**src/dcache_consts.svh**
```systemverilog
`ifndef DCACHE_CONSTS_SVH
`define DCACHE_CONSTS_SVH

// ========================================
// cache geometry
// ========================================

// physical address width
`define DC_ADDR_W 32

// two ways only, the replacement state is a single bit per set
`define DC_WAYS 2

// 16 sets
`define DC_IDX_W 4

// 16-byte lines of 32-bit words
`define DC_WORDS 4
`define DC_OFS_W 4

// whatever is left above index and offset
`define DC_TAG_W 24

`endif

```
**src/dcache_pkg.sv**
```systemverilog
`include "dcache_consts.svh"

package dcache_pkg;

  // ========================================
  // request encodings
  // ========================================

  typedef enum logic [1:0] {
    SIZE_BYTE = 2'd0,
    SIZE_HALF = 2'd1,
    SIZE_WORD = 2'd2
  } mem_size_e;

  // ========================================
  // array contents
  // ========================================

  typedef logic [`DC_TAG_W-1:0] dc_tag_t;
  typedef logic [`DC_IDX_W-1:0] dc_idx_t;
  typedef logic [$clog2(`DC_WAYS)-1:0] dc_way_t;

  typedef struct packed {
    logic valid;
    logic dirty;
  } dc_meta_t;

  typedef logic [`DC_WORDS-1:0][31:0] dc_line_t;

endpackage

```
**src/dcache_sdp_ram.sv**
```systemverilog
module dcache_sdp_ram #(
  parameter int DEPTH = 16,
  parameter int WIDTH = 32
) (
  input  logic                     clk,
  input  logic                     we_i,
  input  logic [$clog2(DEPTH)-1:0] waddr_i,
  input  logic [WIDTH-1:0]         wdata_i,
  input  logic [$clog2(DEPTH)-1:0] raddr_i,
  output logic [WIDTH-1:0]         rdata_o
);

  logic [WIDTH-1:0] mem [DEPTH];

  always_ff @(posedge clk) begin
    if (we_i) begin
      mem[waddr_i] <= wdata_i;
    end
  end

  // write-first: a read of the address being written sees the new word
  always_ff @(posedge clk) begin
    if (we_i && waddr_i == raddr_i) begin
      rdata_o <= wdata_i;
    end else begin
      rdata_o <= mem[raddr_i];
    end
  end

endmodule

```
**src/dcache_arrays.sv**
```systemverilog
`include "dcache_consts.svh"

module dcache_arrays
  import dcache_pkg::*;
(
  input  logic                      clk,
  input  logic                      rst_n,
  input  dc_idx_t                   rd_idx_i,
  input  logic                      refill_we_i,
  input  dc_way_t                   refill_way_i,
  input  dc_idx_t                   refill_idx_i,
  input  dc_tag_t                   refill_tag_i,
  input  dc_line_t                  refill_line_i,
  input  logic                      store_we_i,
  input  dc_way_t                   store_way_i,
  input  dc_idx_t                   store_idx_i,
  input  dc_line_t                  store_line_i,
  output dc_tag_t  [`DC_WAYS-1:0]   tag_o,
  output dc_meta_t [`DC_WAYS-1:0]   meta_o,
  output dc_line_t [`DC_WAYS-1:0]   line_o
);

  // ========================================
  // shared write port
  // ========================================

  logic     wr_any;
  dc_way_t  wr_way;
  dc_idx_t  wr_idx;
  dc_line_t wr_line;
  dc_meta_t wr_meta;

  // refill first, store hit otherwise
  assign wr_any  = refill_we_i | store_we_i;
  assign wr_way  = refill_we_i ? refill_way_i : store_way_i;
  assign wr_idx  = refill_we_i ? refill_idx_i : store_idx_i;
  assign wr_line = refill_we_i ? refill_line_i : store_line_i;
  // a refilled line is clean, a store hit leaves it dirty
  assign wr_meta = '{valid: 1'b1, dirty: ~refill_we_i};

  for (genvar w = 0; w < `DC_WAYS; w++) begin : g_way
    logic                     line_we;
    logic                     tag_we;
    logic [2**`DC_IDX_W-1:0]  vld_q;
    logic                     vld_rd;
    dc_meta_t                 meta_rd;

    assign line_we = wr_any & (wr_way == dc_way_t'(w));
    assign tag_we  = refill_we_i & (refill_way_i == dc_way_t'(w));

    dcache_sdp_ram #(
      .DEPTH(2**`DC_IDX_W),
      .WIDTH($bits(dc_line_t))
    ) u_data_ram (
      .clk    (clk),
      .we_i   (line_we),
      .waddr_i(wr_idx),
      .wdata_i(wr_line),
      .raddr_i(rd_idx_i),
      .rdata_o(line_o[w])
    );

    dcache_sdp_ram #(
      .DEPTH(2**`DC_IDX_W),
      .WIDTH($bits(dc_tag_t))
    ) u_tag_ram (
      .clk    (clk),
      .we_i   (tag_we),
      .waddr_i(refill_idx_i),
      .wdata_i(refill_tag_i),
      .raddr_i(rd_idx_i),
      .rdata_o(tag_o[w])
    );

    dcache_sdp_ram #(
      .DEPTH(2**`DC_IDX_W),
      .WIDTH($bits(dc_meta_t))
    ) u_meta_ram (
      .clk    (clk),
      .we_i   (line_we),
      .waddr_i(wr_idx),
      .wdata_i(wr_meta),
      .raddr_i(rd_idx_i),
      .rdata_o(meta_rd)
    );

    // valid bits live in flops so the cache comes up empty
    always_ff @(posedge clk or negedge rst_n) begin
      if (!rst_n) begin
        vld_q  <= '0;
        vld_rd <= 1'b0;
      end else begin
        if (tag_we) begin
          vld_q[refill_idx_i] <= 1'b1;
        end
        vld_rd <= (tag_we && refill_idx_i == rd_idx_i) ? 1'b1 : vld_q[rd_idx_i];
      end
    end

    assign meta_o[w] = '{valid: meta_rd.valid & vld_rd, dirty: meta_rd.dirty};
  end

  // refill only runs while stage 2 misses, store writes only on a hit
  a_no_write_clash : assert property (
    @(posedge clk) disable iff (!rst_n) !(refill_we_i && store_we_i)
  );

endmodule

```
**src/dcache_lookup.sv**
```systemverilog
`include "dcache_consts.svh"

module dcache_lookup
  import dcache_pkg::*;
(
  input  logic                     clk,
  input  logic                     rst_n,
  input  logic                     req_valid_i,
  output logic                     req_ready_o,
  input  logic                     req_we_i,
  input  mem_size_e                req_size_i,
  input  logic                     req_unsigned_i,
  input  logic [`DC_ADDR_W-1:0]    req_addr_i,
  input  logic [31:0]              req_wdata_i,
  input  logic                     s2_ready_i,
  input  logic [`DC_ADDR_W-1:0]    s2_addr_i,
  output dc_idx_t                  rd_idx_o,
  input  dc_tag_t  [`DC_WAYS-1:0]  tag_i,
  input  dc_meta_t [`DC_WAYS-1:0]  meta_i,
  output logic                     s1_valid_o,
  output logic                     s1_we_o,
  output mem_size_e                s1_size_o,
  output logic                     s1_unsigned_o,
  output logic [`DC_ADDR_W-1:0]    s1_addr_o,
  output logic [31:0]              s1_wdata_o,
  output logic                     hit_o,
  output dc_way_t                  hit_way_o,
  output dc_way_t                  victim_way_o,
  output dc_tag_t                  victim_tag_o,
  output logic                     victim_dirty_o
);

  logic                    s2_vld;
  dc_idx_t                 s2_idx;
  dc_tag_t                 s2_tag;
  logic [`DC_WAYS-1:0]     way_match;
  logic [2**`DC_IDX_W-1:0] plru_q;

  // ========================================
  // stage 1 register
  // ========================================

  assign req_ready_o = ~s1_valid_o | s2_ready_i;

  always_ff @(posedge clk or negedge rst_n) begin
    if (!rst_n) begin
      s1_valid_o <= 1'b0;
      s2_vld     <= 1'b0;
    end else begin
      if (req_ready_o) begin
        s1_valid_o <= req_valid_i;
      end
      // local copy of the stage-2 valid, gates hit and PLRU update
      if (s2_ready_i) begin
        s2_vld <= s1_valid_o;
      end
    end
  end

  always_ff @(posedge clk) begin
    if (req_valid_i && req_ready_o) begin
      s1_we_o       <= req_we_i;
      s1_size_o     <= req_size_i;
      s1_unsigned_o <= req_unsigned_i;
      s1_addr_o     <= req_addr_i;
      s1_wdata_o    <= req_wdata_i;
    end
  end

  // read the next set when stage 1 moves on, else keep re-reading stage 2
  assign s2_idx   = s2_addr_i[`DC_OFS_W +: `DC_IDX_W];
  assign s2_tag   = s2_addr_i[`DC_ADDR_W-1 -: `DC_TAG_W];
  assign rd_idx_o = s2_ready_i ? s1_addr_o[`DC_OFS_W +: `DC_IDX_W] : s2_idx;

  // ========================================
  // tag compare and replacement
  // ========================================

  always_comb begin
    hit_way_o = '0;
    for (int w = 0; w < `DC_WAYS; w++) begin
      way_match[w] = meta_i[w].valid && tag_i[w] == s2_tag;
      if (way_match[w]) begin
        hit_way_o = dc_way_t'(w);
      end
    end
  end

  assign hit_o = s2_vld & (|way_match);

  assign victim_way_o   = plru_q[s2_idx];
  assign victim_tag_o   = tag_i[victim_way_o];
  assign victim_dirty_o = meta_i[victim_way_o].valid & meta_i[victim_way_o].dirty;

  // a hit always completes stage 2, point the set at the other way
  always_ff @(posedge clk or negedge rst_n) begin
    if (!rst_n) begin
      plru_q <= '0;
    end else if (hit_o) begin
      plru_q[s2_idx] <= ~hit_way_o;
    end
  end

  a_req_aligned : assert property (
    @(posedge clk) disable iff (!rst_n)
    (req_valid_i && req_ready_o) |->
      ((req_size_i == SIZE_HALF) ? !req_addr_i[0] :
       (req_size_i == SIZE_WORD) ? (req_addr_i[1:0] == 2'b00) : 1'b1)
  );

endmodule

```
**src/dcache_access.sv**
```systemverilog
`include "dcache_consts.svh"

module dcache_access
  import dcache_pkg::*;
(
  input  logic                     clk,
  input  logic                     rst_n,
  input  logic                     s1_valid_i,
  input  logic                     s1_we_i,
  input  mem_size_e                s1_size_i,
  input  logic                     s1_unsigned_i,
  input  logic [`DC_ADDR_W-1:0]    s1_addr_i,
  input  logic [31:0]              s1_wdata_i,
  output logic                     s2_ready_o,
  output logic [`DC_ADDR_W-1:0]    s2_addr_o,
  input  logic                     hit_i,
  input  dc_way_t                  hit_way_i,
  input  dc_line_t [`DC_WAYS-1:0]  line_i,
  output logic                     miss_o,
  output logic                     store_we_o,
  output dc_way_t                  store_way_o,
  output dc_idx_t                  store_idx_o,
  output dc_line_t                 store_line_o,
  output logic                     rsp_valid_o,
  output logic [31:0]              rsp_rdata_o
);

  logic                       s2_valid;
  logic                       s2_we;
  mem_size_e                  s2_size;
  logic                       s2_unsigned;
  logic [31:0]                s2_wdata;
  dc_line_t                   hit_line;
  logic [$clog2(`DC_WORDS)-1:0] word_idx;
  logic [31:0]                word;
  logic [31:0]                shifted;
  logic [31:0]                load_data;
  logic [3:0]                 byte_en;
  logic [31:0]                wdata_sh;
  logic [31:0]                merged;

  // ========================================
  // stage 2 register
  // ========================================

  // a missing item parks here until the refill makes it hit
  assign s2_ready_o = ~s2_valid | hit_i;
  assign miss_o     = s2_valid & ~hit_i;

  always_ff @(posedge clk or negedge rst_n) begin
    if (!rst_n) begin
      s2_valid <= 1'b0;
    end else if (s2_ready_o) begin
      s2_valid <= s1_valid_i;
    end
  end

  always_ff @(posedge clk) begin
    if (s2_ready_o && s1_valid_i) begin
      s2_we       <= s1_we_i;
      s2_size     <= s1_size_i;
      s2_unsigned <= s1_unsigned_i;
      s2_addr_o   <= s1_addr_i;
      s2_wdata    <= s1_wdata_i;
    end
  end

  assign hit_line = line_i[hit_way_i];
  assign word_idx = s2_addr_o[`DC_OFS_W-1:2];
  assign word     = hit_line[word_idx];

  // ========================================
  // load path
  // ========================================

  assign shifted = word >> {s2_addr_o[1:0], 3'b000};

  always_comb begin
    case (s2_size)
      SIZE_BYTE: load_data = {{24{~s2_unsigned & shifted[7]}}, shifted[7:0]};
      SIZE_HALF: load_data = {{16{~s2_unsigned & shifted[15]}}, shifted[15:0]};
      default:   load_data = shifted;
    endcase
  end

  // ========================================
  // store path
  // ========================================

  always_comb begin
    case (s2_size)
      SIZE_BYTE: byte_en = 4'b0001 << s2_addr_o[1:0];
      SIZE_HALF: byte_en = 4'b0011 << s2_addr_o[1:0];
      default:   byte_en = 4'b1111;
    endcase
  end

  assign wdata_sh = s2_wdata << {s2_addr_o[1:0], 3'b000};

  always_comb begin
    for (int b = 0; b < 4; b++) begin
      merged[b*8 +: 8] = byte_en[b] ? wdata_sh[b*8 +: 8] : word[b*8 +: 8];
    end
    store_line_o           = hit_line;
    store_line_o[word_idx] = merged;
  end

  assign store_we_o  = hit_i & s2_we;
  assign store_way_o = hit_way_i;
  assign store_idx_o = s2_addr_o[`DC_OFS_W +: `DC_IDX_W];

  // one response per item, stores included
  always_ff @(posedge clk or negedge rst_n) begin
    if (!rst_n) begin
      rsp_valid_o <= 1'b0;
    end else begin
      rsp_valid_o <= hit_i;
    end
  end

  always_ff @(posedge clk) begin
    if (hit_i) begin
      rsp_rdata_o <= load_data;
    end
  end

endmodule

```
**src/dcache_miss_fsm.sv**
```systemverilog
`include "dcache_consts.svh"

module dcache_miss_fsm
  import dcache_pkg::*;
(
  input  logic                     clk,
  input  logic                     rst_n,
  input  logic                     miss_i,
  input  logic [`DC_ADDR_W-1:0]    s2_addr_i,
  input  dc_way_t                  victim_way_i,
  input  dc_tag_t                  victim_tag_i,
  input  logic                     victim_dirty_i,
  input  dc_line_t [`DC_WAYS-1:0]  line_i,
  output logic                     refill_we_o,
  output dc_way_t                  refill_way_o,
  output dc_idx_t                  refill_idx_o,
  output dc_tag_t                  refill_tag_o,
  output dc_line_t                 refill_line_o,
  output logic                     mem_req_o,
  output logic                     mem_we_o,
  output logic [`DC_ADDR_W-1:0]    mem_addr_o,
  output logic [31:0]              mem_wdata_o,
  input  logic                     mem_ack_i,
  input  logic [31:0]              mem_rdata_i
);

  typedef enum logic [1:0] {
    IDLE,
    WRITE_BACK,
    REFILL
  } state_e;

  localparam int CNT_W = $clog2(`DC_WORDS);

  state_e                        state_q;
  logic [CNT_W-1:0]              cnt_q;
  logic                          last_word;
  logic [`DC_WORDS-2:0][31:0]    buf_q;
  dc_line_t                      victim_line;

  // victim way, tag and line stay put while stage 2 is stalled on the miss
  assign victim_line  = line_i[victim_way_i];
  assign last_word    = cnt_q == CNT_W'(`DC_WORDS - 1);
  assign refill_idx_o = s2_addr_i[`DC_OFS_W +: `DC_IDX_W];
  assign refill_tag_o = s2_addr_i[`DC_ADDR_W-1 -: `DC_TAG_W];
  assign refill_way_o = victim_way_i;

  // ========================================
  // sequencer
  // ========================================

  always_ff @(posedge clk or negedge rst_n) begin
    if (!rst_n) begin
      state_q <= IDLE;
      cnt_q   <= '0;
    end else begin
      case (state_q)
        IDLE: begin
          cnt_q <= '0;
          if (miss_i) begin
            state_q <= victim_dirty_i ? WRITE_BACK : REFILL;
          end
        end
        WRITE_BACK: begin
          if (mem_ack_i) begin
            cnt_q <= cnt_q + 1'b1;
            if (last_word) begin
              state_q <= REFILL;
            end
          end
        end
        REFILL: begin
          if (mem_ack_i) begin
            cnt_q <= cnt_q + 1'b1;
            if (last_word) begin
              state_q <= IDLE;
            end
          end
        end
        default: state_q <= IDLE;
      endcase
    end
  end

  // words arriving before the last one
  always_ff @(posedge clk) begin
    if (state_q == REFILL && mem_ack_i && !last_word) begin
      buf_q[cnt_q] <= mem_rdata_i;
    end
  end

  // last word goes straight into the array with the buffered ones
  assign refill_we_o   = (state_q == REFILL) & mem_ack_i & last_word;
  assign refill_line_o = {mem_rdata_i, buf_q};

  // ========================================
  // memory bus
  // ========================================

  assign mem_req_o   = state_q != IDLE;
  assign mem_we_o    = state_q == WRITE_BACK;
  assign mem_wdata_o = victim_line[cnt_q];

  always_comb begin
    if (state_q == WRITE_BACK) begin
      mem_addr_o = {victim_tag_i, refill_idx_o, cnt_q, 2'b00};
    end else begin
      mem_addr_o = {refill_tag_o, refill_idx_o, cnt_q, 2'b00};
    end
  end

  a_ack_needs_req : assert property (
    @(posedge clk) disable iff (!rst_n) mem_ack_i |-> mem_req_o
  );

endmodule

```
**src/dcache_top.sv**
```systemverilog
`include "dcache_consts.svh"

module dcache_top
  import dcache_pkg::*;
(
  input  logic                   clk,
  input  logic                   rst_n,
  // core port
  input  logic                   req_valid_i,
  output logic                   req_ready_o,
  input  logic                   req_we_i,
  input  mem_size_e              req_size_i,
  input  logic                   req_unsigned_i,
  input  logic [`DC_ADDR_W-1:0]  req_addr_i,
  input  logic [31:0]            req_wdata_i,
  output logic                   rsp_valid_o,
  output logic [31:0]            rsp_rdata_o,
  // memory port
  output logic                   mem_req_o,
  output logic                   mem_we_o,
  output logic [`DC_ADDR_W-1:0]  mem_addr_o,
  output logic [31:0]            mem_wdata_o,
  input  logic                   mem_ack_i,
  input  logic [31:0]            mem_rdata_i
);

  dc_idx_t                  rd_idx;
  dc_tag_t  [`DC_WAYS-1:0]  tag;
  dc_meta_t [`DC_WAYS-1:0]  meta;
  dc_line_t [`DC_WAYS-1:0]  line;

  logic                     s1_valid;
  logic                     s1_we;
  mem_size_e                s1_size;
  logic                     s1_unsigned;
  logic [`DC_ADDR_W-1:0]    s1_addr;
  logic [31:0]              s1_wdata;
  logic                     s2_ready;
  logic [`DC_ADDR_W-1:0]    s2_addr;

  logic                     hit;
  dc_way_t                  hit_way;
  dc_way_t                  victim_way;
  dc_tag_t                  victim_tag;
  logic                     victim_dirty;
  logic                     miss;

  logic                     store_we;
  dc_way_t                  store_way;
  dc_idx_t                  store_idx;
  dc_line_t                 store_line;
  logic                     refill_we;
  dc_way_t                  refill_way;
  dc_idx_t                  refill_idx;
  dc_tag_t                  refill_tag;
  dc_line_t                 refill_line;

  dcache_lookup u_lookup (
    .clk           (clk),
    .rst_n         (rst_n),
    .req_valid_i   (req_valid_i),
    .req_ready_o   (req_ready_o),
    .req_we_i      (req_we_i),
    .req_size_i    (req_size_i),
    .req_unsigned_i(req_unsigned_i),
    .req_addr_i    (req_addr_i),
    .req_wdata_i   (req_wdata_i),
    .s2_ready_i    (s2_ready),
    .s2_addr_i     (s2_addr),
    .rd_idx_o      (rd_idx),
    .tag_i         (tag),
    .meta_i        (meta),
    .s1_valid_o    (s1_valid),
    .s1_we_o       (s1_we),
    .s1_size_o     (s1_size),
    .s1_unsigned_o (s1_unsigned),
    .s1_addr_o     (s1_addr),
    .s1_wdata_o    (s1_wdata),
    .hit_o         (hit),
    .hit_way_o     (hit_way),
    .victim_way_o  (victim_way),
    .victim_tag_o  (victim_tag),
    .victim_dirty_o(victim_dirty)
  );

  dcache_access u_access (
    .clk          (clk),
    .rst_n        (rst_n),
    .s1_valid_i   (s1_valid),
    .s1_we_i      (s1_we),
    .s1_size_i    (s1_size),
    .s1_unsigned_i(s1_unsigned),
    .s1_addr_i    (s1_addr),
    .s1_wdata_i   (s1_wdata),
    .s2_ready_o   (s2_ready),
    .s2_addr_o    (s2_addr),
    .hit_i        (hit),
    .hit_way_i    (hit_way),
    .line_i       (line),
    .miss_o       (miss),
    .store_we_o   (store_we),
    .store_way_o  (store_way),
    .store_idx_o  (store_idx),
    .store_line_o (store_line),
    .rsp_valid_o  (rsp_valid_o),
    .rsp_rdata_o  (rsp_rdata_o)
  );

  dcache_miss_fsm u_miss_fsm (
    .clk           (clk),
    .rst_n         (rst_n),
    .miss_i        (miss),
    .s2_addr_i     (s2_addr),
    .victim_way_i  (victim_way),
    .victim_tag_i  (victim_tag),
    .victim_dirty_i(victim_dirty),
    .line_i        (line),
    .refill_we_o   (refill_we),
    .refill_way_o  (refill_way),
    .refill_idx_o  (refill_idx),
    .refill_tag_o  (refill_tag),
    .refill_line_o (refill_line),
    .mem_req_o     (mem_req_o),
    .mem_we_o      (mem_we_o),
    .mem_addr_o    (mem_addr_o),
    .mem_wdata_o   (mem_wdata_o),
    .mem_ack_i     (mem_ack_i),
    .mem_rdata_i   (mem_rdata_i)
  );

  dcache_arrays u_arrays (
    .clk          (clk),
    .rst_n        (rst_n),
    .rd_idx_i     (rd_idx),
    .refill_we_i  (refill_we),
    .refill_way_i (refill_way),
    .refill_idx_i (refill_idx),
    .refill_tag_i (refill_tag),
    .refill_line_i(refill_line),
    .store_we_i   (store_we),
    .store_way_i  (store_way),
    .store_idx_i  (store_idx),
    .store_line_i (store_line),
    .tag_o        (tag),
    .meta_o       (meta),
    .line_o       (line)
  );

endmodule

```
**config.mk**
```make
export PLATFORM = sky130hd
export DESIGN_NAME = dcache_top
export DESIGN_NICKNAME = d
export VERILOG_FILES = /design/src/dcache_pkg.sv /design/src/dcache_sdp_ram.sv /design/src/dcache_arrays.sv /design/src/dcache_lookup.sv /design/src/dcache_access.sv /design/src/dcache_miss_fsm.sv /design/src/dcache_top.sv
export VERILOG_INCLUDE_DIRS = /design/src /design/src/src
export SDC_FILE = /design/constraint.sdc
export NUM_CORES = 2
export LEC_CHECK = 0
export BUFFER_PORTS_ARGS = -buffer_cell sky130_fd_sc_hd__buf_2
export CAP_MARGIN = 20
export CORE_MARGIN = 4
export CORE_UTILIZATION = 40
export DETAILED_ROUTE_END_ITERATION = 12
export MAX_ROUTING_LAYER = met4
export SLEW_MARGIN = 10
export SYNTH_ARGS = -nofsm -noshare
export SYNTH_HDL_FRONTEND = slang
export SYNTH_MEMORY_MAX_BITS = 65536
export SYNTH_SLANG_ARGS = --single-unit
```
**constraint.sdc**
```tcl
create_clock -name clk -period 9.7 [get_ports clk]
set_clock_uncertainty 0.2 [all_clocks]
set_input_delay 1.94 -clock clk [delete_from_list [all_inputs] [get_ports clk]]
set_output_delay 1.94 -clock clk [all_outputs]
set_load 0.005 [all_outputs]
```
==> Word level (Yosys, flattened, before mapping) <==
Memories as Yosys holds them, arrays and structs flattened. A register that Yosys moved wholly into a read port is not among the register bits.
Index checks and enable logic that the tools add are counted.
{ "word_totals": {"regBits": 323, "latchBits": 0, "mem_bits_rw": 4896, "rom_bits": 0, "inputBits": 104, "output_inout_bits": 100, "elab_cells": 165, "mem_count": 6} }
{ "classes": {"addsub": 1, "n_mul": 0, "n_div": 0, "order_cmp": 9, "n_eq_ne": 13, "shift": 4, "n_mux": 57, "n_bitwise": 27, "reduce_logical": 22} }
{ "memory_table": {"columns": ["memory", "depth", "word_bits", "read_ports", "rd_ports_with_merged_regs", "write_ports", "line_no", "text"], "rows": [
  ["u_arrays.g_way[0].u_data_ram.mem", 16, 128, 1, 1, 1, "dcache_sdp_ram.sv:13", "logic [WIDTH-1:0] mem [DEPTH];"],
  ["u_arrays.g_way[1].u_data_ram.mem", 16, 128, 1, 1, 1, "dcache_sdp_ram.sv:13", null],
  ["u_arrays.g_way[0].u_tag_ram.mem", 16, 24, 1, 1, 1, "dcache_sdp_ram.sv:13", null],
  ["u_arrays.g_way[1].u_tag_ram.mem", 16, 24, 1, 1, 1, "dcache_sdp_ram.sv:13", null],
  ["u_arrays.g_way[0].u_meta_ram.mem", 16, 1, 1, 1, 1, "dcache_sdp_ram.sv:13", null],
  ["u_arrays.g_way[1].u_meta_ram.mem", 16, 1, 1, 1, 1, "dcache_sdp_ram.sv:13", null]
]} }
{ "op_table": {"columns": ["operator", "count"], "rows": [
  ["128-bit two-way mux", 5],
  ["32-bit two-way mux", 5],
  ["32-bit binary-select mux with 2-bit select", 2],
  ["128-bit bitwise mux", 1],
  ["32-bit demux with 2-bit select", 2],
  ["96-bit bitwise mux", 1],
  ["32-bit case mux with 2 select lines", 1],
  ["24-bit equality test", 2],
  ["24-bit two-way mux", 2],
  ["8-bit two-way mux", 4],
  ["16-bit OR", 2],
  ["32-bit by 5-bit << shifter with 32-bit output", 1],
  ["32-bit by 5-bit >> shifter with 32-bit output", 1],
  ["2-bit two-way mux", 9],
  ["16-bit bitwise mux", 1],
  ["1-bit two-way mux", 16],
  ["1-bit AND", 14],
  ["1-bit logical AND", 13],
  ["1-bit binary-select mux with 4-bit select", 3],
  ["4-bit by 5-bit less-than comparator with 1-bit output (second input constant)", 2],
  ["2-bit by 1-bit != test with 1-bit output (second input constant)", 4],
  ["1-bit inverter", 8],
  ["4-bit case mux with 2 select lines", 1],
  ["2-bit by 3-bit less-than comparator with 1-bit output (second input constant)", 2],
  ["other kinds (21)", 31]
]} }

==> Depth between registers and ports, before layout <==
{ "depth": {"depth_word": 10, "mapped_depth": 22, "depth_no_buf": 13} }

==> Cells and area by module <==
A second synthesis with hierarchy kept.
{ "hier_totals": {"cells_unflattened": 9608, "hier_area_um2": 207446.5} }
{ "modules_own_cells": {"columns": ["mod", "n_inst", "cells_per_inst", "area_per_inst_um2", "seq_area_each_um2"], "rows": [
  ["dcache_sdp_ram (u_arrays.g_way[1].u_data_ram)", 1, 3233, 76962.6, 61579.1],
  ["dcache_sdp_ram (u_arrays.g_way[0].u_data_ram)", 1, 3241, 76848.7, 61579.1],
  ["dcache_sdp_ram (u_arrays.g_way[0].u_tag_ram ...)", 2, 616, 14530.2, 11611.1],
  ["dcache_access", 1, 772, 8451.9, 3052.9],
  ["dcache_miss_fsm", 1, 411, 6040.8, 2982.9],
  ["dcache_lookup", 1, 284, 4087.7, 2492.4],
  ["dcache_arrays", 1, 275, 3154.3, 850.8],
  ["dcache_sdp_ram (u_arrays.g_way[0].u_meta_ram ...)", 2, 80, 1420.1, 1041.0]
]} }

==> Least setup slack after synthesis <==
OpenSTA, ideal clock, no wires.
{ "synth_timing": {"path_kind": "register to register", "from": "register (tool-made name)", "to": "memory u_arrays.g_way[0].u_data_ram.mem[10][0] (netlist name) (enable)", "setup_time_ns": 0.619, "t_arrival_ns": 9.128, "required_ns": 8.881, "slack_ns": -0.248, "stages_incl_launch_ff": 18, "n_path_buf": 6, "period_less_slack_ns": 9.948, "path_cell_list": "dfxtp_1 > buf_6 > buf_6 > buf_6 > buf_2 > mux4_2 > mux4_2 > xnor2_1 > o41ai_1 > a2111o_1 > nor4_1 > nand4_1 > and2_4 > clkbuf_1 > nor2_1 > a41oi_1 > clkbuf_1 > nor2_1"} }
{ "synth_rtl": {"columns": ["element", "line_no"], "rows": [
  ["to (decl)", "dcache_sdp_ram.sv:13"]
]} }

==> impl_metrics.py <==
metrics = {
    "outcome": {
        "status": "finished clean",
    },
    "grt": {
        "overflow": 0,
        "grt_max_degree": 143,
        "grt_pass1_vias": 103104,
        "busiest_layer": "met2",
        "grt_pass1_wl_um": 833000,
        "gr-usage-all-layers_pct": 23.0,
        "grt_util_met3_pct": 4.46,
        "grtUsageMet1_pct": 31.5,
        "grt_util_met2_pct": 35.4,
        "antenna_found_initial": 43,
    },
    "min_path": {
        "hp-start": "u_lookup.s1_wdata_o[29]$_DFFE_PP_",
        "hold_path_class": "flop to flop",
    },
    "synthesis": {
        "synth_edf_count": 5160,
        "synth-async-reset-ratio_pct": 1.09,
        "yosysMostFrequentCell": "edfxtp_1",
        "yosys_warnings": 0,
        "synth-xor-area-share_pct": 0.247,
        "synth_fa_ha_area_share_pct": 0.0425,
        "muxShareOfSynthArea_pct": 18.5,
        "ys_seq_area_share_pct": 75.9,
        "yosysTopAreaCell": "edfxtp_1",
        "synth_compound_area_share_pct": 1.94,
        "synth_top_area_share_pct": 75.2,
        "netlist_area_mm2": 0.206,
        "syn_area_per_cell_um2": 22.3,
        "synth-main-ff-cell": "edfxtp_1",
        "yosysUniqueCellTypes": 85,
        "synthSimpleGateAreaFrac_pct": 1.86,
        "ys_seq_elements": 5221,
        "synth_top_family_by_area": "multiplexers",
        "ys_top_cells_by_area": "edfxtp_1 75%, mux4_2 17%, mux2i_1 1.4%",
        "synth_cells": 9243,
        "synth_common_cells": "5160 x edfxtp_1, 1539 x mux4_2, 418 x nand2_1, 284 x mux2i_1, 224 x nor2_1",
    },
    "sta": {
        "hold_violations": 0,
        "post-route-period-util_pct": 88.6,
        "fin_crit_ns": 8.59,
        "slew_viol_final": 0,
        "rsz0062_at_grt": "false",
        "finalSetupViolCount": 0,
        "fmax_ghz": 0.116,
        "tightest_slew_ns": 1.18,
        "fin_setup_tns_ns": 0,
        "relSlewSlack_pct": 21.2,
    },
    "drt": {
        "drtPass1Iterations": 8,
        "drt-vias-per-instance": 6.13,
        "vias": 104195,
        "drt-initial-drc-count": 15628,
        "ant_nets": 0,
        "wirelength_um": 600000,
        "wire_per_inst_um": 35.3,
        "drc": 0,
    },
    "clock_tree": {
        "cts_tree": "yes",
        "htreeDepth": 6,
        "ctsHoldBuffers": 0,
        "cts_buffers": 547,
        "root_buffer": "clkbuf_16",
        "cts_max_path_buffers": 4,
        "clkSlewWorstSetupHoldPaths_ns": 0.06,
        "cts_setup_buffers": 0,
        "cts_resized": 0,
        "clock_sinks": 5221,
        "insertion_delay_ns": 1.09,
    },
    "worst_setup_path": {
        "critical_path.max_fanout": 55,
        "critical_path_class": "flop to output port",
        "start_kind": "flop",
        "end_kind": "output port",
        "worst_ep_required_time_ns": 7.56,
        "reg2reg_slack_ns": 2.00,
        "crit_path_end": "req_ready_o",
        "cp.arrival_ns": 6.45,
        "r2r_cells": 15,
        "reg2reg_to": "u_arrays.g_way[1].u_data_ram.mem[1][36]$_DFFE_PP_",
    },
    "place": {
        "gp_routability_congestion": 0.828,
        "io_buffers": 201,
        "placed_cell_area_mm2": 0.216,
        "dp_hpwl_um": 309000,
    },
    "floorplanning": {
        "start_util_pct": 40.2,
        "die_h_um": 726,
        "ios": 204,
        "rows": 263,
        "dieArea_mm2": 0.527,
        "die_w_um": 726,
        "core_mm2": 0.513,
    },
    "power": {
        "powerDensity_mw_per_mm2": 199,
        "leakage_nw": 73.1,
        "vdd_drop_max_uv": 180,
    },
    "final_layout": {
        "stdcell_area_mm2": 0.234,
        "drive_above_1_share_pct": 29.5,
        "synthToLayoutAreaGrowth_pct": 13.6,
        "num-nets-final": 9896,
    },
    "job": {
        "max_cap_violations": 0,
    },
}
## state kept, by name, indices dropped and copies added (netlist names), 16 cells and up, named ones only
| name | flops |
|---|---|
| u_arrays.g_way.u_meta_ram.mem | 32 |
| u_access.s2_addr_o | 32 |
| u_lookup.plru_q | 16 |
| u_lookup.s1_wdata_o | 32 |
| u_miss_fsm.refill_line_o | 96 |
| u_access.s2_wdata | 32 |
| u_access.rsp_rdata_o | 32 |
| u_arrays.g_way.u_data_ram.mem | 4096 |
| u_lookup.s1_addr_o | 32 |
| u_arrays.g_way.u_tag_ram.mem | 768 |
| u_arrays.g_way.vld_q | 32 |
## per-stage QoR
stage / utilization, % / setup WS, ns / instances / total power [mW] / hold slack, ns
floorplan: - / -0.248 / 9244 / 25.9 / 0.200
detailed placement: 42.2 / 1.92 / 15980 / 26.7 / 0.206
global placement: 42.2 / 2.01 / 15978 / 26.7 / 0.205
finish: 45.6 / 1.11 / 16990 / 46.5 / 0.201
global route: 45.6 / 0.734 / 16982 / 47.9 / 0.214
CTS: 45.6 / 0.966 / 16948 / 46.8 / 0.201
## critical path, stage by stage (launching register included)
cell and delay (ns):
dfxtp_4 0.99, buf_12 0.38, buf_4 0.39, mux4_2 0.35, mux2i_1 0.30, nor3b_1 0.24, o41ai_1 0.17, a2111o_1 0.41
nor4_1 0.42, nand4_1 0.63, and2_4 0.50, nand3_1 0.35, buf_2 0.21
## cells in the final DEF (no fill, tap or decap), types with 81 or more instances in the layout
master        n
clkbuf_1    128
mux4_2     1538
edfxtp_1   5160
a21oi_1     186
nor2_1      155
o21ai_0     122
clkinv_1    105
clkinv_2     81
buf_4       257
clkbuf_16   552
buf_2       201
nand2_1     416
mux2i_1     284
## final cells by class
cell class / instances / area, µm²
antenna: 29 / 72.6
timing repair buffer: 537 / 4490
multi-input combinational: 3434 / 47000
clock inverter: 285 / 2930
inverter: 44 / 196
tap: 6757 / 8450
fill: 42124 / 279000
sequential: 5221 / 156000
clock buffer: 683 / 14300
## kinds of logic (layout without fill, tap and decap cells)
kind of cell | Yosys count | in the layout
buf+inv | 589 | 1549
flops | 5221 | 5221
mux | 1871 | 1871
compound gates | 624 | 624
fa+ha+maj | 7 | 7
other cells | 1 | 31
simple gates | 872 | 872
xor+xnor | 58 | 58
## worst min path at each step
stage                                            to  slack, ns  cells past startpoint
detailed placement  u_access.s2_wdata[12]$_DFFE_PP_       0.21                      0
CTS                  u_access.s2_wdata[7]$_DFFE_PP_       0.20                      0
global route         u_access.s2_wdata[7]$_DFFE_PP_       0.21                      0
finish              u_access.s2_wdata[29]$_DFFE_PP_       0.20                      0
floorplan           u_access.s2_addr_o[0]$_DFFE_PP_       0.20                      0
global placement    u_access.s2_wdata[11]$_DFFE_PP_       0.21                      0
## routing by layer
metal | up-vias | part of all wire, %
met5 | - | 0
met4 | 0 | 2.9
met2 | 5968 | 48
li1 | 40233 | -
met1 | 56982 | 39
met3 | 1012 | 10
## power by group
group          total [mW]  leakage [nW]  switching [mW]  internal (mW)
clock network        20.2          8.36            8.83           11.4
registers            24.9          47.2          0.0513           24.9
logic                1.31          17.5            1.04          0.273
total                46.5          73.1            9.92           36.6
No activity file was read; power rests on OpenSTA's default activity.
